===== src/design/isa_pkg.sv =====
package isa_pkg;

  localparam int DATA_W   = 16;           // Datapath width
  localparam int REG_AW   = 3;            // Register index width
  localparam int NUM_REGS = 1 << REG_AW;  // Eight general registers
  localparam int OPC_W    = 5;            // Major opcode field
  localparam int BYTE_W   = 8;            // imm8 width and SLBI shift distance

  // Major opcodes in instr[15:11]
  typedef enum logic [OPC_W-1:0] {
    OP_ADDI        = 5'b01000,
    OP_SUBI        = 5'b01001,
    OP_XORI        = 5'b01010,
    OP_ANDNI       = 5'b01011,
    OP_BEQZ        = 5'b01100,
    OP_BNEZ        = 5'b01101,
    OP_BLTZ        = 5'b01110,
    OP_BGEZ        = 5'b01111,
    OP_SLBI        = 5'b10010,
    OP_ROLI        = 5'b10100,
    OP_SLLI        = 5'b10101,
    OP_RORI        = 5'b10110,
    OP_SRLI        = 5'b10111,
    OP_LBI         = 5'b11000,
    OP_RTYPE_SHIFT = 5'b11010,
    OP_RTYPE_ARITH = 5'b11011,
    OP_SEQ         = 5'b11100,
    OP_SLT         = 5'b11101,
    OP_SLE         = 5'b11110,
    OP_SCO         = 5'b11111
  } opcode_e;

  // R-type function field, instr[1:0]
  // Shift group uses the same slots as ROL, SLL, ROR, SRL
  typedef enum logic [1:0] {
    FN_ADD  = 2'b00,
    FN_SUB  = 2'b01,
    FN_XOR  = 2'b10,
    FN_ANDN = 2'b11
  } func_e;

  // Low two bits line up with the opcode and func fields
  typedef enum logic [2:0] {
    ALU_ROL        = 3'b000,
    ALU_SLL        = 3'b001,
    ALU_ROR        = 3'b010,  // Turned into ROL by execute
    ALU_SRL        = 3'b011,
    ALU_ADD        = 3'b100,
    ALU_SUB_UNUSED = 3'b101,  // Subtract is ADD with inv_a and cin
    ALU_XOR        = 3'b110,
    ALU_ANDN       = 3'b111
  } alu_op_e;

  // Set-on-condition kind, low opcode bits
  typedef enum logic [1:0] {
    SC_EQ = 2'b00,
    SC_LT = 2'b01,
    SC_LE = 2'b10,
    SC_CO = 2'b11
  } set_cond_e;

  typedef enum logic [2:0] {
    BR_NONE,
    BR_EQZ,
    BR_NEZ,
    BR_LTZ,
    BR_GEZ
  } branch_cond_e;

  localparam logic [REG_AW-1:0] NOP_REG = '0;  // Destination when nothing is written

endpackage

===== src/design/exec_result_if.sv =====
`timescale 1ns/1ns

// Execute to result stage, purely combinational path
interface exec_result_if import isa_pkg::*; ();

  logic              valid;
  logic [DATA_W-1:0] alu_result;     // Also carries Rs for branches
  logic [DATA_W-1:0] branch_target;
  logic              ovf_err;
  branch_cond_e      branch_cond;
  logic              wr_en;
  logic [REG_AW-1:0] wr_reg;

  modport execute (
    output valid, alu_result, branch_target, ovf_err, branch_cond, wr_en, wr_reg
  );

  modport result (
    input valid, alu_result, branch_target, ovf_err, branch_cond, wr_en, wr_reg
  );

endinterface


===== src/design/exec_ctrl_if.sv =====
`timescale 1ns/1ns

// Decode to execute bundle, registered in decode
interface exec_ctrl_if import isa_pkg::*; ();

  logic              valid;
  alu_op_e           alu_op;
  logic              alu_src;      // 1 selects imm as operand B
  logic              inv_a;
  logic              inv_b;
  logic              cin;
  logic              is_signed;    // Signed add/sub, overflow is an error
  logic              pass_a;       // Result is Rs as read
  logic              pass_b;       // Result is operand B
  logic              is_set;
  set_cond_e         set_cond;
  logic              is_slbi;
  branch_cond_e      branch_cond;
  logic [DATA_W-1:0] rs_data;
  logic [DATA_W-1:0] rt_data;
  logic [DATA_W-1:0] imm;          // Already extended
  logic [DATA_W-1:0] pc;
  logic              wr_en;
  logic [REG_AW-1:0] wr_reg;

  modport decode (
    output valid, alu_op, alu_src, inv_a, inv_b, cin, is_signed, pass_a, pass_b,
    output is_set, set_cond, is_slbi, branch_cond, rs_data, rt_data, imm, pc,
    output wr_en, wr_reg
  );

  modport execute (
    input valid, alu_op, alu_src, inv_a, inv_b, cin, is_signed, pass_a, pass_b,
    input is_set, set_cond, is_slbi, branch_cond, rs_data, rt_data, imm, pc,
    input wr_en, wr_reg
  );

endinterface


===== src/design/exec_top.sv =====
`timescale 1ns/1ns

module exec_top import isa_pkg::*; (
  input  logic              clk,
  input  logic              rst_n,
  input  logic              instr_valid,
  input  logic [DATA_W-1:0] instr,
  input  logic [DATA_W-1:0] pc,
  output logic              result_valid,
  output logic              wr_en,
  output logic [REG_AW-1:0] wr_reg,
  output logic [DATA_W-1:0] wr_data,
  output logic              branch_taken,
  output logic [DATA_W-1:0] branch_target,
  output logic              err
);

  logic [REG_AW-1:0] rd_addr_a;
  logic [REG_AW-1:0] rd_addr_b;
  logic [DATA_W-1:0] rd_data_a;
  logic [DATA_W-1:0] rd_data_b;
  logic              rf_wr_en;    // Writeback from the result stage
  logic [REG_AW-1:0] rf_wr_addr;
  logic [DATA_W-1:0] rf_wr_data;

  exec_ctrl_if   ctrl_if ();
  exec_result_if res_if ();

  instr_decode i_instr_decode (
    .clk         (clk),
    .rst_n       (rst_n),
    .instr_valid (instr_valid),
    .instr       (instr),
    .pc          (pc),
    .rd_data_a   (rd_data_a),
    .rd_data_b   (rd_data_b),
    .rd_addr_a   (rd_addr_a),
    .rd_addr_b   (rd_addr_b),
    .ctrl        (ctrl_if)
  );

  reg_file i_reg_file (
    .clk       (clk),
    .rst_n     (rst_n),
    .rd_addr_a (rd_addr_a),
    .rd_addr_b (rd_addr_b),
    .wr_en     (rf_wr_en),
    .wr_addr   (rf_wr_addr),
    .wr_data   (rf_wr_data),
    .rd_data_a (rd_data_a),
    .rd_data_b (rd_data_b)
  );

  execute i_execute (
    .ctrl (ctrl_if),
    .res  (res_if)
  );

  result_stage i_result_stage (
    .clk           (clk),
    .rst_n         (rst_n),
    .res           (res_if),
    .rf_wr_en      (rf_wr_en),
    .rf_wr_addr    (rf_wr_addr),
    .rf_wr_data    (rf_wr_data),
    .result_valid  (result_valid),
    .wr_en         (wr_en),
    .wr_reg        (wr_reg),
    .wr_data       (wr_data),
    .branch_taken  (branch_taken),
    .branch_target (branch_target),
    .err           (err)
  );

endmodule


===== src/design/result_stage.sv =====
`timescale 1ns/1ns

module result_stage import isa_pkg::*; (
  input  logic              clk,
  input  logic              rst_n,
  exec_result_if.result     res,
  output logic              rf_wr_en,
  output logic [REG_AW-1:0] rf_wr_addr,
  output logic [DATA_W-1:0] rf_wr_data,
  output logic              result_valid,
  output logic              wr_en,
  output logic [REG_AW-1:0] wr_reg,
  output logic [DATA_W-1:0] wr_data,
  output logic              branch_taken,
  output logic [DATA_W-1:0] branch_target,
  output logic              err
);

  logic rs_zero;
  logic rs_neg;
  logic cond_met;

  // Branches carry Rs on alu_result
  assign rs_zero = (res.alu_result == '0);
  assign rs_neg  = res.alu_result[DATA_W-1];

  always_comb begin
    case (res.branch_cond)
      BR_EQZ:  cond_met = rs_zero;
      BR_NEZ:  cond_met = ~rs_zero;
      BR_LTZ:  cond_met = rs_neg;
      BR_GEZ:  cond_met = ~rs_neg;
      default: cond_met = 1'b0;  // Not a branch
    endcase
  end

  // Write port lands at the same edge as the outputs below
  assign rf_wr_en   = res.valid & res.wr_en;
  assign rf_wr_addr = res.wr_reg;
  assign rf_wr_data = res.alu_result;

  always_ff @(posedge clk or negedge rst_n) begin
    if (!rst_n) begin
      result_valid <= 1'b0;
      wr_en        <= 1'b0;
      branch_taken <= 1'b0;
      err          <= 1'b0;
    end else begin
      result_valid <= res.valid;
      wr_en        <= rf_wr_en;
      branch_taken <= res.valid & cond_met;
      err          <= res.valid & res.ovf_err;
    end
  end

  always_ff @(posedge clk) begin
    if (res.valid) begin
      wr_reg        <= res.wr_reg;
      wr_data       <= res.alu_result;
      branch_target <= res.branch_target;
    end
  end

endmodule


===== src/design/execute.sv =====
`timescale 1ns/1ns

module execute import isa_pkg::*; (
  exec_ctrl_if.execute   ctrl,
  exec_result_if.execute res
);

  logic [DATA_W-1:0] op_a;
  logic [DATA_W-1:0] op_b;
  logic [DATA_W-1:0] alu_b;
  logic              is_ror;
  alu_op_e           alu_op;
  logic [DATA_W-1:0] alu_res;
  logic              alu_ovf;
  logic              alu_carry;
  logic              alu_zero;
  logic              alu_ltz;
  logic              set_bit;
  logic [DATA_W-1:0] result;

  // SLBI moves the old low byte up before the new byte is merged in
  assign op_a = ctrl.is_slbi ? (ctrl.rs_data << BYTE_W) : ctrl.rs_data;
  assign op_b = ctrl.alu_src ? ctrl.imm : ctrl.rt_data;

  // Rotate right by n is rotate left by 16 - n, only the low 4 bits matter
  assign is_ror = (ctrl.alu_op == ALU_ROR);
  assign alu_b  = is_ror ? (~op_b + 1'b1) : op_b;
  assign alu_op = is_ror ? ALU_ROL : ctrl.alu_op;

  alu i_alu (
    .a         (op_a),
    .b         (alu_b),
    .op        (alu_op),
    .inv_a     (ctrl.inv_a),
    .inv_b     (ctrl.inv_b),
    .cin       (ctrl.cin),
    .is_signed (ctrl.is_signed),
    .result    (alu_res),
    .ovf       (alu_ovf),
    .carry     (alu_carry),
    .zero      (alu_zero),
    .ltz       (alu_ltz)
  );

  // ALU holds Rt - Rs for the compares, Rs + Rt for SCO
  always_comb begin
    case (ctrl.set_cond)
      SC_EQ:   set_bit = alu_zero;              // Rs == Rt
      SC_LT:   set_bit = ~alu_zero & ~alu_ltz;  // Rt - Rs strictly positive
      SC_LE:   set_bit = ~alu_ltz;              // Rs <= Rt
      default: set_bit = alu_carry;             // SCO
    endcase
  end

  always_comb begin
    if (ctrl.is_set) begin
      result = {{(DATA_W-1){1'b0}}, set_bit};
    end else if (ctrl.is_slbi) begin
      result = op_a | op_b;  // Byte lanes do not overlap
    end else if (ctrl.pass_a) begin
      result = ctrl.rs_data;
    end else if (ctrl.pass_b) begin
      result = op_b;
    end else begin
      result = alu_res;
    end
  end

  assign res.valid         = ctrl.valid;
  assign res.alu_result    = result;
  assign res.branch_target = ctrl.pc + ctrl.imm;     // Wraps at 16 bits
  assign res.ovf_err       = ctrl.is_signed & alu_ovf;  // Only signed add/sub set is_signed
  assign res.branch_cond   = ctrl.branch_cond;
  assign res.wr_en         = ctrl.wr_en;
  assign res.wr_reg        = ctrl.wr_reg;

endmodule


===== src/design/alu.sv =====
`timescale 1ns/1ns

module alu import isa_pkg::*; (
  input  logic [DATA_W-1:0] a,
  input  logic [DATA_W-1:0] b,
  input  alu_op_e           op,
  input  logic              inv_a,
  input  logic              inv_b,
  input  logic              cin,
  input  logic              is_signed,
  output logic [DATA_W-1:0] result,
  output logic              ovf,
  output logic              carry,
  output logic              zero,
  output logic              ltz
);

  logic [DATA_W-1:0]   op_a;
  logic [DATA_W-1:0]   op_b;
  logic [3:0]          amt;       // Shift and rotate distance
  logic [2*DATA_W-1:0] rol_ext;
  logic [DATA_W:0]     sum_ext;
  logic [DATA_W-1:0]   sum;
  logic                s_ovf;     // Two's complement overflow of the add
  logic                is_add;

  // Optional inversions come first
  assign op_a = inv_a ? ~a : a;
  assign op_b = inv_b ? ~b : b;
  assign amt  = op_b[3:0];

  // Rotate left by shifting a doubled copy, upper half is the answer
  assign rol_ext = {op_a, op_a} << amt;

  assign sum_ext = {1'b0, op_a} + {1'b0, op_b} + {{DATA_W{1'b0}}, cin};
  assign sum     = sum_ext[DATA_W-1:0];
  assign carry   = sum_ext[DATA_W];  // Unsigned carry out

  // Same input signs, different result sign
  assign s_ovf = (op_a[DATA_W-1] == op_b[DATA_W-1]) && (sum[DATA_W-1] != op_a[DATA_W-1]);

  assign is_add = (op == ALU_ADD) || (op == ALU_SUB_UNUSED);

  always_comb begin
    case (op)
      ALU_ROL:  result = rol_ext[2*DATA_W-1:DATA_W];
      ALU_SLL:  result = op_a << amt;
      ALU_SRL:  result = op_a >> amt;   // Logical, zero fill
      ALU_XOR:  result = op_a ^ op_b;
      ALU_ANDN: result = op_a & op_b;   // The NOT is applied through inv_b
      default:  result = sum;           // Add and the spare codes
    endcase
  end

  // Overflow only means something for the adder
  assign ovf = is_add & (is_signed ? s_ovf : carry);

  assign zero = (result == '0);

  // True sign of a difference even when the add overflows
  assign ltz = is_add ? (sum[DATA_W-1] ^ s_ovf) : result[DATA_W-1];

endmodule


===== src/design/instr_decode.sv =====
`timescale 1ns/1ns

module instr_decode import isa_pkg::*; (
  input  logic              clk,
  input  logic              rst_n,
  input  logic              instr_valid,
  input  logic [DATA_W-1:0] instr,
  input  logic [DATA_W-1:0] pc,
  input  logic [DATA_W-1:0] rd_data_a,
  input  logic [DATA_W-1:0] rd_data_b,
  output logic [REG_AW-1:0] rd_addr_a,
  output logic [REG_AW-1:0] rd_addr_b,
  exec_ctrl_if.decode       ctrl
);

  opcode_e           opcode;
  func_e             func;
  logic [REG_AW-1:0] rd_i;       // I-format destination
  logic [REG_AW-1:0] rd_r;       // R-format destination
  logic [DATA_W-1:0] imm5_s;
  logic [DATA_W-1:0] imm5_z;
  logic [DATA_W-1:0] imm8_s;
  logic [DATA_W-1:0] imm8_z;
  alu_op_e           n_alu_op;
  logic              n_alu_src;
  logic              n_inv_a;
  logic              n_inv_b;
  logic              n_cin;
  logic              n_signed;
  logic              n_pass_a;
  logic              n_pass_b;
  logic              n_is_set;
  logic              n_is_slbi;
  branch_cond_e      n_br;
  logic [DATA_W-1:0] n_imm;
  logic              n_wr_en;
  logic [REG_AW-1:0] n_wr_reg;

  assign opcode    = opcode_e'(instr[DATA_W-1 -: OPC_W]);
  assign func      = func_e'(instr[1:0]);
  assign rd_addr_a = instr[10:8];  // Rs
  assign rd_addr_b = instr[7:5];   // Rt
  assign rd_i      = instr[7:5];
  assign rd_r      = instr[4:2];

  assign imm5_s = {{(DATA_W-5){instr[4]}}, instr[4:0]};
  assign imm5_z = {{(DATA_W-5){1'b0}}, instr[4:0]};
  assign imm8_s = {{(DATA_W-BYTE_W){instr[BYTE_W-1]}}, instr[BYTE_W-1:0]};
  assign imm8_z = {{(DATA_W-BYTE_W){1'b0}}, instr[BYTE_W-1:0]};

  always_comb begin
    n_alu_op  = alu_op_e'({1'b1, instr[12:11]});  // Arithmetic group by default
    n_alu_src = 1'b0;
    n_inv_a   = 1'b0;
    n_inv_b   = 1'b0;
    n_cin     = 1'b0;
    n_signed  = 1'b0;
    n_pass_a  = 1'b0;
    n_pass_b  = 1'b0;
    n_is_set  = 1'b0;
    n_is_slbi = 1'b0;
    n_br      = BR_NONE;
    n_imm     = imm5_z;
    n_wr_en   = 1'b1;
    n_wr_reg  = rd_r;
    case (opcode)
      OP_ADDI, OP_SUBI, OP_XORI, OP_ANDNI: begin
        n_alu_src = 1'b1;
        n_wr_reg  = rd_i;
        if (opcode == OP_ADDI || opcode == OP_SUBI) begin
          n_alu_op = ALU_ADD;
          n_signed = 1'b1;
          n_imm    = imm5_s;
        end
        n_inv_a = (opcode == OP_SUBI);  // imm - Rs
        n_cin   = (opcode == OP_SUBI);
        n_inv_b = (opcode == OP_ANDNI);
      end
      OP_ROLI, OP_SLLI, OP_RORI, OP_SRLI: begin
        n_alu_op  = alu_op_e'({1'b0, instr[12:11]});
        n_alu_src = 1'b1;
        n_wr_reg  = rd_i;
      end
      OP_RTYPE_ARITH: begin
        n_alu_op = (func == FN_SUB) ? ALU_ADD : alu_op_e'({1'b1, func});
        n_inv_a  = (func == FN_SUB);   // Rt - Rs
        n_cin    = (func == FN_SUB);
        n_inv_b  = (func == FN_ANDN);
        n_signed = (func == FN_ADD) || (func == FN_SUB);
      end
      OP_RTYPE_SHIFT: n_alu_op = alu_op_e'({1'b0, func});
      OP_SEQ, OP_SLT, OP_SLE: begin
        n_alu_op = ALU_ADD;
        n_inv_a  = 1'b1;  // Compare through Rt - Rs
        n_cin    = 1'b1;
        n_is_set = 1'b1;
      end
      OP_SCO: begin
        n_alu_op = ALU_ADD;  // Carry of Rs + Rt
        n_is_set = 1'b1;
      end
      OP_LBI: begin
        n_alu_src = 1'b1;
        n_pass_b  = 1'b1;
        n_imm     = imm8_s;
        n_wr_reg  = rd_addr_a;
      end
      OP_SLBI: begin
        n_alu_src = 1'b1;
        n_is_slbi = 1'b1;
        n_imm     = imm8_z;
        n_wr_reg  = rd_addr_a;
      end
      OP_BEQZ, OP_BNEZ, OP_BLTZ, OP_BGEZ: begin
        n_pass_a = 1'b1;  // Rs goes on to the condition check
        n_imm    = imm8_s;
        n_wr_en  = 1'b0;
        n_wr_reg = NOP_REG;
        n_br     = branch_cond_e'({1'b0, instr[12:11]} + 3'd1);
      end
      default: begin
        n_wr_en  = 1'b0;  // Unsupported opcode passes as a bubble
        n_wr_reg = NOP_REG;
      end
    endcase
  end

  always_ff @(posedge clk or negedge rst_n) begin
    if (!rst_n) begin
      ctrl.valid <= 1'b0;
      ctrl.wr_en <= 1'b0;
    end else begin
      ctrl.valid <= instr_valid;
      ctrl.wr_en <= instr_valid & n_wr_en;
    end
  end

  // Payload held between instructions
  always_ff @(posedge clk) begin
    if (instr_valid) begin
      ctrl.alu_op      <= n_alu_op;
      ctrl.alu_src     <= n_alu_src;
      ctrl.inv_a       <= n_inv_a;
      ctrl.inv_b       <= n_inv_b;
      ctrl.cin         <= n_cin;
      ctrl.is_signed   <= n_signed;
      ctrl.pass_a      <= n_pass_a;
      ctrl.pass_b      <= n_pass_b;
      ctrl.is_set      <= n_is_set;
      ctrl.set_cond    <= set_cond_e'(instr[12:11]);
      ctrl.is_slbi     <= n_is_slbi;
      ctrl.branch_cond <= n_br;
      ctrl.rs_data     <= rd_data_a;
      ctrl.rt_data     <= rd_data_b;
      ctrl.imm         <= n_imm;
      ctrl.pc          <= pc;
      ctrl.wr_reg      <= n_wr_reg;
    end
  end

endmodule


===== src/design/reg_file.sv =====
`timescale 1ns/1ns

module reg_file import isa_pkg::*; (
  input  logic              clk,
  input  logic              rst_n,
  input  logic [REG_AW-1:0] rd_addr_a,
  input  logic [REG_AW-1:0] rd_addr_b,
  input  logic              wr_en,
  input  logic [REG_AW-1:0] wr_addr,
  input  logic [DATA_W-1:0] wr_data,
  output logic [DATA_W-1:0] rd_data_a,
  output logic [DATA_W-1:0] rd_data_b
);

  logic [DATA_W-1:0] regs [NUM_REGS];
  logic              byp_a;
  logic              byp_b;

  // All registers start at zero
  always_ff @(posedge clk or negedge rst_n) begin
    if (!rst_n) begin
      for (int i = 0; i < NUM_REGS; i++) begin
        regs[i] <= '0;
      end
    end else if (wr_en) begin
      regs[wr_addr] <= wr_data;
    end
  end

  // Same-cycle write is forwarded so a dependent decode sees it
  assign byp_a = wr_en && (wr_addr == rd_addr_a);
  assign byp_b = wr_en && (wr_addr == rd_addr_b);

  assign rd_data_a = byp_a ? wr_data : regs[rd_addr_a];  // Port A, Rs
  assign rd_data_b = byp_b ? wr_data : regs[rd_addr_b];  // Port B, Rt

endmodule


===== config.mk =====
export PLATFORM = sky130hd
export DESIGN_NAME = exec_top
export DESIGN_NICKNAME = d
export VERILOG_FILES = /design/src/design/isa_pkg.sv /design/src/design/exec_result_if.sv /design/src/design/exec_ctrl_if.sv /design/src/design/exec_top.sv /design/src/design/result_stage.sv /design/src/design/execute.sv /design/src/design/alu.sv /design/src/design/instr_decode.sv /design/src/design/reg_file.sv
export SDC_FILE = /design/constraint.sdc
export NUM_CORES = 1
export LEC_CHECK = 0
export BUFFER_PORTS_ARGS = -buffer_cell sky130_fd_sc_hd__buf_4
export CORE_MARGIN = 3
export CORE_UTILIZATION = 55
export DETAILED_ROUTE_END_ITERATION = 12
export PLACE_DENSITY = 0.69
export SLEW_MARGIN = 20
export SYNTH_ARGS = -nofsm -noshare
export SYNTH_HDL_FRONTEND = slang
export SYNTH_SLANG_ARGS = --single-unit

===== constraint.sdc =====
create_clock -name clk -period 13.7 [get_ports clk]
set_input_delay 0 -clock clk [delete_from_list [all_inputs] [get_ports clk]]
set_output_delay 0 -clock clk [all_outputs]
set_load 0.02 [all_outputs]

After elaboration in Yosys (flattened, before gate mapping). Cells that the tools add are included.

Flip-flop bits (word level): 252. Input bits: 35. Output and inout port bits: 39. Logic and storage cells: 170.

Add/subtract/negate cells: 5. $lt $le $gt $ge: 4. Eq/ne operators: 39. Shifts and indexed selects: 3. Mux-type cells: 42. Bitwise operators: 21. Reduce and logical (&&, ||, !) cells: 23.

Operators by type and width (number): $mux 16 (17); $bwmux 128 (1); $bmux 16 s3 (2); $pmux 16 s5 (1); $eq 5x5->1 const B (12); $demux 16 s3 (1); $not 16->16 (3); $pmux 16 s3 (1); $eq 5x4->1 const B (8); $logic_not 16->1 (2); $shl 32x4->32 (1); $add 16x16->17 (1); $add 17x1->17 (1); $add 16x1->16 const B (1); $add 16x16->16 (1); $and 16x16->16 (1); $or 16x16->16 (1); $reduce_or 16->1 (1); $reduce_or 4->1 (4); $shl 16x4->16 (1); $shr 16x4->16 (1); $xor 16x16->16 (1); $eq 3x3->1 const B (5); $pmux 3 s5 (1); other kinds (31) (68).

Logic depth before layout (Yosys ltp). Gate-level depths: netlist of run 1.

Word-level depth: 20. Gate-level depth with buffers: 24. Gate-level depth less buffers: 22.

Cells and area by module. From an unflattened synthesis of run 1, not the netlist that was laid out.

Cell total of the unflattened synthesis: 1596. Area total of the unflattened synthesis: 17899.7 sq um.

Modules (own cells, without submodules): reg_file (instances 1, cells each 452, area each 7508.5 sq um, sequential area each 3203.1 sq um); alu (instances 1, cells each 593, area each 3948.8 sq um, sequential area each 0.0 sq um); instr_decode (instances 1, cells each 166, area each 2904.0 sq um, sequential area each 2332.2 sq um); execute (instances 1, cells each 311, area each 2105.8 sq um, sequential area each 0.0 sq um); result_stage (instances 1, cells each 74, area each 1432.6 sq um, sequential area each 1151.1 sq um).

Worst setup path after synthesis of run 1. OpenSTA, ideal clock, no wires.

Path kind: flip-flop to flip-flop. Start point: register i_instr_decode.ctrl.alu_op[0]. End point: register i_result_stage.branch_taken. Setup time: 0.068 ns. Arrival: 4.881 ns. Required time: 13.632 ns. Slack: 8.751 ns. Stages on the path, launching flop included: 23. Buffers on the path: 3. Clock period less this slack: 4.949 ns. Path through: edfxtp_1 -> or3b_1 -> clkbuf_1 -> a211oi_1 -> xnor2_1 -> inv_1 -> buf_2 -> buf_2 -> ha_1 -> or2_2 -> a221oi_1 -> a21o_1 -> a211oi_1 -> o211a_1 -> or3_1 -> a21oi_1 -> o31ai_1 -> nand3_1 -> inv_2 -> or4b_2 -> o21ai_0 -> a41o_1 -> o21a_1.

Elaborated cells on any way between the ends: 40. Those cells by class: add/sub: 2; eq/ne: 9; shift: 3; mux: 11; bitwise: 10; reduce/logical: 5.

RTL lines: from (decl) (line exec_ctrl_if.sv:27) `output valid, alu_op, alu_src, inv_a, inv_b, cin, is_signed, pass_a, pass_b,`; from (signal assigned) (line instr_decode.sv:141) `ctrl.alu_op <= n_alu_op;`; $eq 3x2->1 (line execute.sv:26) `assign is_ror = (ctrl.alu_op == ALU_ROR);`; $mux 16 (line execute.sv:27) `assign alu_b = is_ror ? (~op_b + 1'b1) : op_b;`; $not 16->16 (line alu.sv:29) `assign op_b = inv_b ? ~b : b;`; $mux 16 (line alu.sv:29); $add 16x16->17 (line alu.sv:35) `assign sum_ext = {1'b0, op_a} + {1'b0, op_b} + {{DATA_W{1'b0}}, cin};`; $add 17x1->17 (line alu.sv:35); $pmux 16 s5 (*) (line alu.sv:45) `case (op)`; $mux 16 (*) (line execute.sv:62) `end else if (ctrl.pass_b) begin`; $mux 16 (*) (line execute.sv:60) `end else if (ctrl.pass_a) begin`; $mux 16 (*) (line execute.sv:58) `end else if (ctrl.is_slbi) begin`; $mux 16 (*) (line execute.sv:56) `if (ctrl.is_set) begin`; net i_execute.res.alu_result[15] (line exec_result_if.sv:15) `output valid, alu_result, branch_target, ovf_err, branch_cond, wr_en, wr_reg`; $logic_not 16->1 (line result_stage.sv:24) `assign rs_zero = (res.alu_result == '0);`; $not 1->1 (line result_stage.sv:30) `BR_NEZ: cond_met = ~rs_zero;`; $pmux 1 s4 (*) (line result_stage.sv:28) `case (res.branch_cond)`; $and 1x1->1 (*) (line result_stage.sv:51) `branch_taken <= res.valid & cond_met;`; to (signal assigned) (line result_stage.sv:51); to (decl) (line result_stage.sv:14) `output logic branch_taken,`.

Mark *: on every way through the listed nets, which the timed path passes. The rest lies on a longest branch. A chain may end at the register's enable or synchronous reset.

Final worst setup path of run 1.
Start point: register i_instr_decode.ctrl.alu_src. End point: register i_instr_decode.ctrl.rs_data[0], data pin.

Cells in the longest elaborated chain, start to end: 17. Elaborated cells on any way between the ends: 30. Those cells by class: add/sub: 3; eq/ne: 2; shift: 3; mux: 11; bitwise: 9; reduce/logical: 2.

RTL lines: from (decl) (line exec_ctrl_if.sv:27); from (signal assigned) (line instr_decode.sv:142) `ctrl.alu_src <= n_alu_src;`; $mux 16 (*) (line execute.sv:23) `assign op_b = ctrl.alu_src ? ctrl.imm : ctrl.rt_data;`; parallel branches: the longest is 14 deep, another holds $add 16x16->17; $mux 16 (*) (line execute.sv:56); net i_execute.res.alu_result[0] (line exec_result_if.sv:15); $mux 16 (*) (line reg_file.sv:34) `assign rd_data_a = byp_a ? wr_data : regs[rd_addr_a];`; net i_instr_decode.rd_data_a[0] (line instr_decode.sv:9) `input logic [DATA_W-1:0] rd_data_a,`; to (signal assigned) (line instr_decode.sv:153) `ctrl.rs_data <= rd_data_a;`; to (decl) (line exec_ctrl_if.sv:28) `output is_set, set_cond, is_slbi, branch_cond, rs_data, rt_data, imm, pc,`.

Mark *: on every way through the listed nets, which the timed path passes.

==> results of run 1 <==
timing repair:
item,4_1_cts,5_1_grt
endpoints found under the hold margin,130,0
setup buffers,0,0
hold buffers,29,0
report_power, final:
| group | internal [mW] | total, mW | leakage (nW) | switching (mW) |
|---|---|---|---|---|
| Combinational | 0.411 | 0.953 | 4.42 | 0.542 |
| Clock | 0.442 | 0.749 | 0.455 | 0.307 |
| Sequential | 0.892 | 0.977 | 2.92 | 0.0856 |
how the worst min path moves through the flow:
stage	depth (start not counted)	from	endpoint
after floorplan	0	rst_n	i_instr_decode.ctrl.valid
after global placement	1	rst_n	i_result_stage.result_valid
after detailed placement	1	rst_n	i_result_stage.result_valid
after CTS	2	rst_n	i_reg_file.regs[60]
after global routing	2	rst_n	i_result_stage.result_valid
final	2	rst_n	i_reg_file.regs[60]
logic make-up (layout without fill, tap and decap cells):
| logic type | Yosys count | in the layout | share of synthesized area, % |
|---|---|---|---|
| and+or+nand+nor | 330 | 330 | 9.69 |
| muxes | 315 | 315 | 27.1 |
| AOI/OAI and AO/OA | 290 | 290 | 11.5 |
| DFF | 245 | 245 | 40.6 |
| buffers and inverters | 158 | 249 | 3.97 |
| xor gates and xnor gates | 73 | 73 | 4.14 |
| adders and majority gates | 39 | 39 | 3.05 |
placed cells by master, fill, tap and decap left out, types with 12 or more instances in the layout:
cell type	instances
mux2_2	125
inv_1	52
clkbuf_16	29
mux2i_1	94
nor2b_1	18
dlygate4sd3_1	29
a21boi_0	12
ha_1	37
edfxtp_1	111
nand2_1	119
nor2_1	67
dfrtp_1	133
a31oi_1	14
nand3_1	26
o31ai_1	14
xnor2_1	41
buf_4	110
o21ai_0	87
nor3_1	17
nand2b_1	24
a21oi_1	55
mux4_2	88
xor2_1	27
per-layer routing:
metal / vias up / track usage, %
met1: 6390 / 45.0
li1: 5630 / -
met3: 110 / 5.51
met5: - / 0
met4: 2 / 9.02
met2: 610 / 53.2
per-stage QoR:
step | hold WS, ns | cells | setup slack, ns | utilization [%]
global route | 0.0267 | 1925 | 6.86 | 64.1
floorplan | -0.296 | 1450 | 8.75 | -
detailed placement | 0.0163 | 1846 | 7.57 | 59.9
CTS | 0.00140 | 1925 | 7.52 | 64.0
finish | -0.0110 | 1925 | 7.40 | 64.1
global placement | 0.0166 | 1846 | 7.69 | 59.9
cell usage after synthesis (all sizes together) (3+ instances only):
master   count
or2          6
a211oi      11
a221oi       4
nand2      119
o2111ai      3
nor4        10
mux4        88
nand4        4
nor3        21
nand3       26
nor2        67
a21boi      12
nor3b        5
dfrtp      134
ha          37
o31ai       14
nor2b       18
mux2i       96
o221a        3
o22ai       10
mux2       131
and2         6
a221o        3
edfxtp     111
o211ai      10
a32oi        5
a21oi       55
a2111oi      4
o311ai       4
o21ai       87
or3          8
a31oi       15
or4b         3
o21a         9
nand2b      24
and3         3
buf         31
inv         58
xnor2       44
a222oi       5
a21o        11
clkbuf      68
o221ai       4
xor2        27
o21bai       3
area by class of cell:
| class | instances | area [sq um] |
|---|---|---|
| inverter | 59 | 221 |
| multi-input combinational | 1047 | 9190 |
| sequential | 245 | 6690 |
| tap | 384 | 480 |
| timing repair buffer | 140 | 1130 |
| fill | 2276 | 10500 |
| clock inverter | 14 | 144 |
| clock buffer | 36 | 782 |
==> qor.csv, run 1 <==
stage;metric;value;unit
drt;firstDrtPassIters;5;
power_and_ir_drop;ir_drop;0.104;mV
setup_path;worstSetupStartpointType;flip-flop;
setup_path;worstPathMaxFanout;31;
logic_synthesis;synth_edf_count;111;
drt;detail-route-antenna-nets;0;
logic_synthesis;yosysSeqAreaShare;40.6;%
sta;post-route-min-period;6.30;ns
setup_path;crit_start;i_instr_decode.ctrl.alu_src;
drt;drc;0;
logic_synthesis;syn-cell-area;16500;sq um
setup_path;path_buf_inv;3;
grt;grt_pass1_vias;12600;
floorplan;die_height;179;um
setup_path;reg2reg_to;i_instr_decode.ctrl.rs_data[0];
setup_path;path_depth;20;
sta;drv_slew;0;
clocking;cts_tree;built;
setup_path;cp_top_family;compound AO/OA/AOI/OAI gates;
sta;holdWs;-0.0110;ns
layout;drive_above_1_share;26.6;%
drt;wl_per_cell;26.9;um
hold_path;holdCritPathClass;in -> async;
power_and_ir_drop;leakage;7.79;nW
setup_path;slowest_stage;edfxtp_1;
drt;routed_wirelength;51700;um
clocking;numCtsBuffers;27;
clocking;clock_sinks;245;
grt;overflow;0;
sta;rsz0062_at_grt;no;
sta;tns;0;ns
drt;route.met3.wl;4170;um
drt;drtIter0Drc;1493;
floorplan;rows;62;
run_status;violations;hold timing;
drt;wl_met1;21200;um
grt;grt_max_degree;73;
logic_synthesis;synthFlopType;dfrtp_1;
sta;slew_headroom;31.3;%
sta;clock.fmax;159;MHz
logic_synthesis;synth_cells;1450;
power_and_ir_drop;finalPower;2.68;mW
sta;finClkSkew;0.0256;ns
floorplan;start_util;56.6;%
logic_synthesis;synth_warnings;0;
placed_design;placed_cell_area;17400;sq um
sta;fin_crit_sh;46.0;%
placed_design;io_buffers;73;
logic_synthesis;synthTopCellsByArea;dfrtp_1 (20%), edfxtp_1 (20%), mux4_2 (12%), mux2_2 (8.5%), mux2i_1 (5.7%);
grt;grt_usage;32.4;%
layout;largest_reg_flops;128;
clocking;cts_root_buffer;clkbuf_16;
setup_path;worstPathRequired;13.97;ns
run_status;outcome;complete, but fails checks;
run;cap_violations;0;
logic_synthesis;synth_top_cell_by_area;dfrtp_1;
clocking;cts_resized;0;
layout;regMostFlops;i_reg_file.regs;
floorplan;dieArea;32100;sq um
placed_design;dp.final_hpwl;35700;um
sta;setup_viol;0;
logic_synthesis;postSynthAreaPerCell;11.4;sq um
logic_synthesis;async_reset_ff_share;54.7;%
floorplan;core_area;29100;sq um
setup_path;worstPathArrival;6.57;ns
setup_path;worstSetupEndpoint;i_instr_decode.ctrl.rs_data[0];
drt;met2WireLength;24700;um
sta;final_hold_viol_count;4;
floorplan;ios;74;
logic_synthesis;syn_nets;1524;
setup_path;crit_chain;mux2_2 -> xnor2_1 -> xnor2_1 -> buf_4 -> inv_1 -> ha_1 -> or2_2 -> a221oi_1 -> a21o_1 -> a211oi_1 -> o211a_1 -> or3_1 -> a21oi_1 -> o211ai_1 -> nor4_2 -> a21oi_1 -> nor3_2 -> inv_2 -> nand2_1 -> o21ai_0;
setup_path;critical_path_class;reg -> reg;
layout;n_antenna_cell;0;
logic_synthesis;ys_types;83;
drt;viasPerCell;6.62;
layout;syn2layout_area_growth;13.1;%
clocking;cts.clk_slew.worst_paths;0.06;ns
setup_path;r2r_cells;20;
floorplan;chipWidth;179;um
drt;vias;12700;
layout;nNetsFinal;1594;
setup_path;r2r-start;i_instr_decode.ctrl.alu_src;
power_and_ir_drop;power_density;144;nW/um^2
sta;tightest_slew;1.03;ns
logic_synthesis;ys_ff_latch;245;
layout;final_area;18600;sq um
grt;antenna_found_initial;1;
setup_path;r2r_slack;7.40;ns
clocking;clk_path_buf_depth;3;
grt;grt_pass1_wl;78100;um
drt;dr.max_layer_used;met5;
setup_path;cp-end-kind;flip-flop;
clocking;worstSkewPairLatency;0.56;ns
logic_synthesis;synth_top_area_share;20.3;%
clocking;h-tree-depth;1;
setup_path;slowest_delay;0.85;ns
placed_design;finalWeightedCongestion;1.06;
No activity file was read; power rests on OpenSTA's default activity.
==> run 2: changes to the inputs <==
ABC_AREA = 1   (was default)
PLACE_DENSITY = 0.72   (was 0.69)
clock period = 5.5 ns   (was 13.7 ns; I/O delays follow)
==> qor.csv, run 2 <==
stage;metric;value;unit;change
logic_synthesis;synth_warnings;0;;unchanged
grt;grt_pass1_vias;15400;;+22%
drt;firstDrtPassIters;7;;+2
grt;overflow;0;;unchanged
sta;fin_crit_sh;89.3;%;+43 points
grt;grt_usage;34.2;%;+1.8 points
hold_path;holdCritPathClass;in -> reg;;
logic_synthesis;synthTopCellsByArea;dfrtp_1 (20%), edfxtp_1 (20%), nand2_1 (14%), o21ai_0 (10%), nand3_1 (6.1%);;
drt;detail-route-antenna-nets;0;;unchanged
floorplan;core_area;29100;sq um;unchanged
power_and_ir_drop;ir_drop;0.327;mV;+210%
setup_path;worstSetupStartpointType;flip-flop;;
layout;regMostFlops;i_reg_file.regs;;
clocking;cts_setup_buffers;0;;unchanged
clocking;clk_path_buf_depth;3;;unchanged
logic_synthesis;ys_types;47;;-43%
sta;clock.fmax;204;MHz;+28%
logic_synthesis;synth.most_common_cell;nand2_1;;
power_and_ir_drop;leakage;8.57;nW;+10%
setup_path;worstPathRequired;5.83;ns;-8.14 ns
setup_path;r2r_slack;0.59;ns;-6.81 ns
sta;setup_viol;0;;unchanged
layout;n_antenna_cell;0;;unchanged
clocking;worstSkewPairLatency;0.59;ns;+0.03 ns
drt;drtIter0Drc;2143;;+44%
drt;vias;16500;;+29%
layout;nNetsFinal;2393;;+50%
power_and_ir_drop;finalPower;6.48;mW;+140%
layout;final_common_cell;nand2_1;;
logic_synthesis;syn_nets;2361;;+55%
power_and_ir_drop;power_density;350;nW/um^2;+140%
sta;rsz0062_at_grt;no;;
clocking;h-tree-depth;1;;unchanged
clocking;clock_sinks;245;;unchanged
grt;grt_max_degree;91;;+25%
layout;largest_reg_flops;128;;unchanged
setup_path;worstPathMaxFanout;20;;-35%
drt;viasPerCell;6.05;;-8.6%
logic_synthesis;postSynthAreaPerCell;7.21;sq um;-37%
setup_path;worstPathArrival;5.25;ns;-1.32 ns
sta;post-route-min-period;4.91;ns;-1.39 ns
grt;grt_pass1_wl;85300;um;+9.3%
logic_synthesis;synth_edf_count;111;;unchanged
setup_path;critical_path_class;reg -> reg;;
placed_design;io_buffers;73;;unchanged
layout;layout_common_cells;nand2_1 (620), o21ai_0 (334), nand3_1 (202), inv_1 (181), nor2_1 (178);;
layout;syn2layout_area_growth;12.1;%;
logic_synthesis;ys_top_cells_by_count;nand2_1 (620), o21ai_0 (334), nand3_1 (202);;
floorplan;start_util;56.7;%;about the same
setup_path;cp-end-kind;flip-flop;;
logic_synthesis;async_reset_ff_share;54.7;%;unchanged
logic_synthesis;yosysSeqAreaShare;40.6;%;about the same
setup_path;slowest_stage;edfxtp_1;;
logic_synthesis;synth_top_area_share;20.3;%;about the same
run;cap_violations;0;;unchanged
floorplan;rows;62;;unchanged
logic_synthesis;synth_cells;2287;;+58%
placed_design;dp.final_hpwl;38200;um;+7.2%
drt;drc;0;;unchanged
drt;wl_per_cell;20.3;um;-24%
clocking;cts_tree;built;;
sta;finClkSkew;0.0504;ns;+0.0248 ns
clocking;cts.clk_slew.worst_paths;0.06;ns;about the same
setup_path;cp_common_cell;nand2_1;;
sta;final_hold_viol_count;0;;-4
run_status;outcome;finished clean;;
floorplan;die_height;179;um;about the same
logic_synthesis;synthFlopType;dfrtp_1;;
logic_synthesis;syn-cell-area;16500;sq um;about the same
logic_synthesis;synth_top_cell_by_area;dfrtp_1;;
sta;drv_slew;0;;unchanged
sta;tightest_slew;1.15;ns;+0.119 ns
sta;slew_headroom;23.2;%;-8.0 points
clocking;cts_root_buffer;clkbuf_16;;
layout;drive_above_1_share;8.38;%;-18 points
floorplan;chipWidth;179;um;about the same
layout;fillerInstances;2601;;+14%
logic_synthesis;ys_ff_latch;245;;unchanged
grt;antenna_found_initial;0;;-1
placed_design;finalWeightedCongestion;1.01;;-4.4%
sta;tns;0;ns;unchanged
floorplan;dieArea;32100;sq um;about the same
clocking;numCtsBuffers;28;;+3.7%
floorplan;ios;74;;unchanged
drt;routed_wirelength;55400;um;+7.2%
setup_path;slowest_delay;0.39;ns;-0.46 ns
## run 2: layout make-up
type | count | area [sq um] | area share (%)
Clock buffer | 41 | 872 | 4.72
Sequential cell | 245 | 6690 | 36.2
Inverter | 197 | 739 | 4.00
Timing Repair Buffer | 138 | 1120 | 6.06
Multi-Input combinational cell | 1709 | 8440 | 45.7
Clock inverter | 10 | 133 | 0.718
Tap cell | 384 | 480 | 2.60
## run 2: worst max-delay path: cells and delay by family, from the launching register on
family	cells	cell delay [ns]
compound gates	3	0.60
simple gates	22	2.62
flops	1	0.39
xor+xnor	1	0.17
buf+inv	3	0.41
fa+ha+maj	2	0.53
## run 2: timing repair
action                    CTS  global route
hold endpoints to repair  108             0
resized for setup           0             0
hold buffers               32             0
## run 2: per-layer routing
| metal | global-route usage [%] | vias up | wire length, um |
|---|---|---|---|
| met3 | 5.12 | 189 | 4500 |
| met4 | 18.9 | 0 | 3540 |
| met2 | 55.4 | 847 | 25500 |
| li1 | - | 7749 | - |
| met5 | 0 | - | 0 |
| met1 | 44.1 | 7696 | 21800 |
## run 2: final timing paths
| kind | start | to | depth (start not counted) |
|---|---|---|---|
| max | i_instr_decode.ctrl.alu_src | i_instr_decode.ctrl.rt_data[0] | 31 |
| min | instr_valid | i_instr_decode.ctrl.valid | 1 |
| max reg2reg | i_instr_decode.ctrl.alu_src | i_instr_decode.ctrl.rt_data[0] | 31 |
| min reg2reg | i_reg_file.regs[101] | i_reg_file.regs[101] | 2 |
| max in group asynchronous | rst_n | i_instr_decode.ctrl.valid | 4 |
| min in group asynchronous | rst_n | i_reg_file.regs[102] | 3 |
## run 2: cell families (layout without fill, tap and decap cells)
| group | count (synthesis) | after routing | share of synthesized area (%) |
|---|---|---|---|
| AOI/OAI and AO/OA | 561 | 561 | 18.7 |
| buffers and inverters | 333 | 386 | 8.22 |
| DFF | 245 | 245 | 40.6 |
| and+or+nand+nor | 1061 | 1061 | 26.9 |
| adders and majority gates | 39 | 39 | 3.05 |
| xor gates and xnor gates | 48 | 48 | 2.55 |
## run 2: stage by stage
| step | instances | util [%] | instance area [sq um] | worst slack [ns] | hold slack, ns |
|---|---|---|---|---|---|
| finish | 2724 | 63.5 | 18500 | 0.587 | 0.000955 |
| global route | 2724 | 63.5 | 18500 | 0.0951 | 0.0446 |
| CTS | 2724 | 63.5 | 18500 | 0.645 | 0.00196 |
| detailed placement | 2641 | 58.9 | 17100 | 0.619 | 0.0300 |
| global placement | 2641 | 58.9 | 17100 | 0.719 | 0.0278 |
| floorplan | 2287 | - | 16500 | 1.45 | -0.296 |
## run 2: power by group
group | leakage [nW] | internal (mW) | total (mW) | switching (mW)
registers | 2.90 | 2.22 | 2.41 | 0.191
clock network | 0.499 | 1.20 | 1.97 | 0.777
logic | 5.17 | 0.697 | 2.09 | 1.39
total | 8.57 | 4.11 | 6.48 | 2.36
==> run 3: changes to the inputs <==
clock period = 4.2 ns   (was 5.5 ns; I/O delays follow)
==> qor.csv, run 3 (synthesis results as in run 2) <==
stage;metric;value;unit;change
run_status;outcome;complete, but fails checks;;
run_status;violations;setup timing;;
setup_path;slowest_stage;edfxtp_1;;
sta;fin_ws;-0.0994;ns;-0.686 ns
sta;rsz0062_at_grt;yes;;
setup_path;cp-end-kind;flip-flop;;
grt;overflow;0;;unchanged
layout;finalNonFillerCells;2845;;+4.4%
layout;drive_above_1_share;15.9;%;+7.6 points
run;cap_violations;0;;unchanged
drt;drc;0;;unchanged
clocking;clock_sinks;245;;unchanged
layout;regArea;6690;sq um;unchanged
layout;fillerInstances;2557;;-1.7%
clocking;cts.clk_slew.worst_paths;0.06;ns;about the same
floorplan;dieArea;32100;sq um;unchanged
grt;grtUsageMet1;45.9;%;+1.8 points
drt;firstDrtPassIters;6;;-1
grt;grt_max_degree;97;;+6.6%
layout;layout_common_cells;nand2_1 (602), o21ai_0 (309), buf_4 (217), nand3_1 (195), inv_1 (175);;
hold_path;holdCritPathClass;in -> reg;;
floorplan;die_height;179;um;unchanged
sta;fin_crit_sh;102;%;+13 points
setup_path;worstPathRequired;4.51;ns;-1.32 ns
setup_path;worstPathMaxFanout;6;;-70%
sta;setup_viol;16;;+16
sta;tns;-0.889;ns;-0.889 ns
layout;syn2layout_area_growth;19.4;%;
power_and_ir_drop;power_density;438;nW/um^2;+25%
setup_path;worstSetupStartpointType;flip-flop;;
grt;gr-max-usage-layer;met2;;
floorplan;ios;74;;unchanged
clocking;cts_root_buffer;clkbuf_16;;
floorplan;core_area;29100;sq um;unchanged
sta;slew_headroom;22.8;%;-0.40 points
placed_design;io_buffers;73;;unchanged
drt;detail-route-antenna-nets;0;;unchanged
layout;largest_reg_flops;128;;unchanged
power_and_ir_drop;leakage;9.16;nW;+6.9%
grt;antenna_found_initial;0;;unchanged
floorplan;start_util;56.7;%;unchanged
layout;final_common_cell;nand2_1;;
sta;clock.fmax;233;MHz;+14%
drt;viasPerCell;5.98;;-1.2%
layout;nNetsFinal;2515;;+5.1%
clocking;cts_tree;built;;
grt;grt_pass1_vias;16200;;+5.2%
setup_path;worstPathArrival;4.61;ns;-0.64 ns
grt;grt_usage;35.8;%;+1.6 points
sta;tightest_slew;1.16;ns;+0.00599 ns
setup_path;critical_path_class;reg -> reg;;
placed_design;dp.cells;2753;;+4.2%
layout;n_antenna_cell;0;;unchanged
floorplan;chipWidth;179;um;unchanged
clocking;worstSkewPairLatency;0.56;ns;-0.03 ns
clocking;numCtsBuffers;26;;-7.1%
layout;final_util;67.7;%;+4.2 points
placed_design;dp.final_hpwl;39700;um;+3.9%
clocking;h-tree-depth;1;;unchanged
drt;drtIter0Drc;2184;;+1.9%
drt;vias;17000;;+3.2%
drt;routed_wirelength;57600;um;+4.0%
layout;regMostFlops;i_reg_file.regs;;
sta;holdWs;0.0380;ns;+0.0371 ns
grt;grt_pass1_wl;89300;um;+4.7%
power_and_ir_drop;ir_drop;0.420;mV;+28%
setup_path;cp_top_family;simple AND/OR/NAND/NOR gates;;
drt;wl_per_cell;20.3;um;-0.41%
setup_path;cp_common_cell;nand2_1;;
sta;post-route-min-period;4.30;ns;-0.614 ns
sta;drv_slew;0;;unchanged
grt;grtUsageMet3;5.32;%;+0.19 points
placed_design;finalWeightedCongestion;1.03;;+1.5%
layout;multi_input_area;8850;sq um;+4.8%
sta;final_hold_viol_count;0;;unchanged
floorplan;rows;62;;unchanged
grt;use_met2;58.1;%;+2.6 points
clocking;clk_path_buf_depth;3;;unchanged
setup_path;slowest_delay;0.46;ns;+0.07 ns
sta;finClkSkew;0.0181;ns;-0.0323 ns
setup_path;path_buf_inv;4;;+1
==> run 3: changes by cell type in the layout (fill, tap and decap cells not counted), sizes merged <==
cell,delta
buf,+125
bufinv,-2
clkbuf,-3
clkinv,+2
clkinvlp,+1
dlygate4sd3,-1
inv,-1
==> run 3: final timing paths <==
| kind | start | endpoint | slack, ns | cells after the start |
|---|---|---|---|---|
| setup / recovery | i_instr_decode.ctrl.alu_src | i_instr_decode.ctrl.rt_data[0] | -0.1 | 32 |
| hold / removal | instr_valid | i_instr_decode.ctrl.valid | 0.04 | 1 |
| setup reg to reg | i_instr_decode.ctrl.alu_src | i_instr_decode.ctrl.rt_data[0] | -0.1 | 32 |
| hold reg to reg | i_reg_file.regs[43] | i_reg_file.regs[43] | 0.48 | 2 |
| max in group asynchronous | rst_n | i_reg_file.regs[84] | 2.96 | 3 |
| min in group asynchronous | rst_n | i_reg_file.regs[101] | 0.15 | 2 |
==> run 3: through the flow <==
step           area, sq um  setup WS [ns]  power [mW]
2_1_floorplan        16500          0.150        5.02
3_5_place_dp         18000         -0.315        6.13
6_report             19700        -0.0994        8.63
5_1_grt              19700         -0.435        9.11
4_1_cts              19300       0.000334        8.44
3_3_place_gp         18000         -0.139        6.07
==> run 3: area by class of cell <==
type,instances,share of cell area [%]
Clock buffer,38,3.79
Sequential cell,245,34.0
Multi-Input combinational cell,1709,44.9
Inverter,197,3.79
Clock inverter,10,0.407
Timing Repair Buffer,262,10.7
Tap cell,384,2.44
==> run 3: layer usage <==
metal / vias up / routed length (um)
li1: 7992 / -
met1: 7956 / 22500
met2: 843 / 26900
met3: 215 / 4540
met4: 0 / 3710
met5: - / 0
==> run 3: where the power goes <==
part | total [mW] | internal (mW) | switching [mW] | leakage (nW)
clock | 2.20 | 1.24 | 0.964 | 0.408
combinational | 3.27 | 1.26 | 2.01 | 5.85
sequential | 3.15 | 2.91 | 0.245 | 2.90
==> run 3: what timing repair did <==
item,4_1_cts,5_1_grt
resized for setup,47,87
pin swaps,31,35
hold endpoints to repair,133,0
endpoints found under the setup margin,24,75
buffers inserted,6,8
hold buffers,31,0
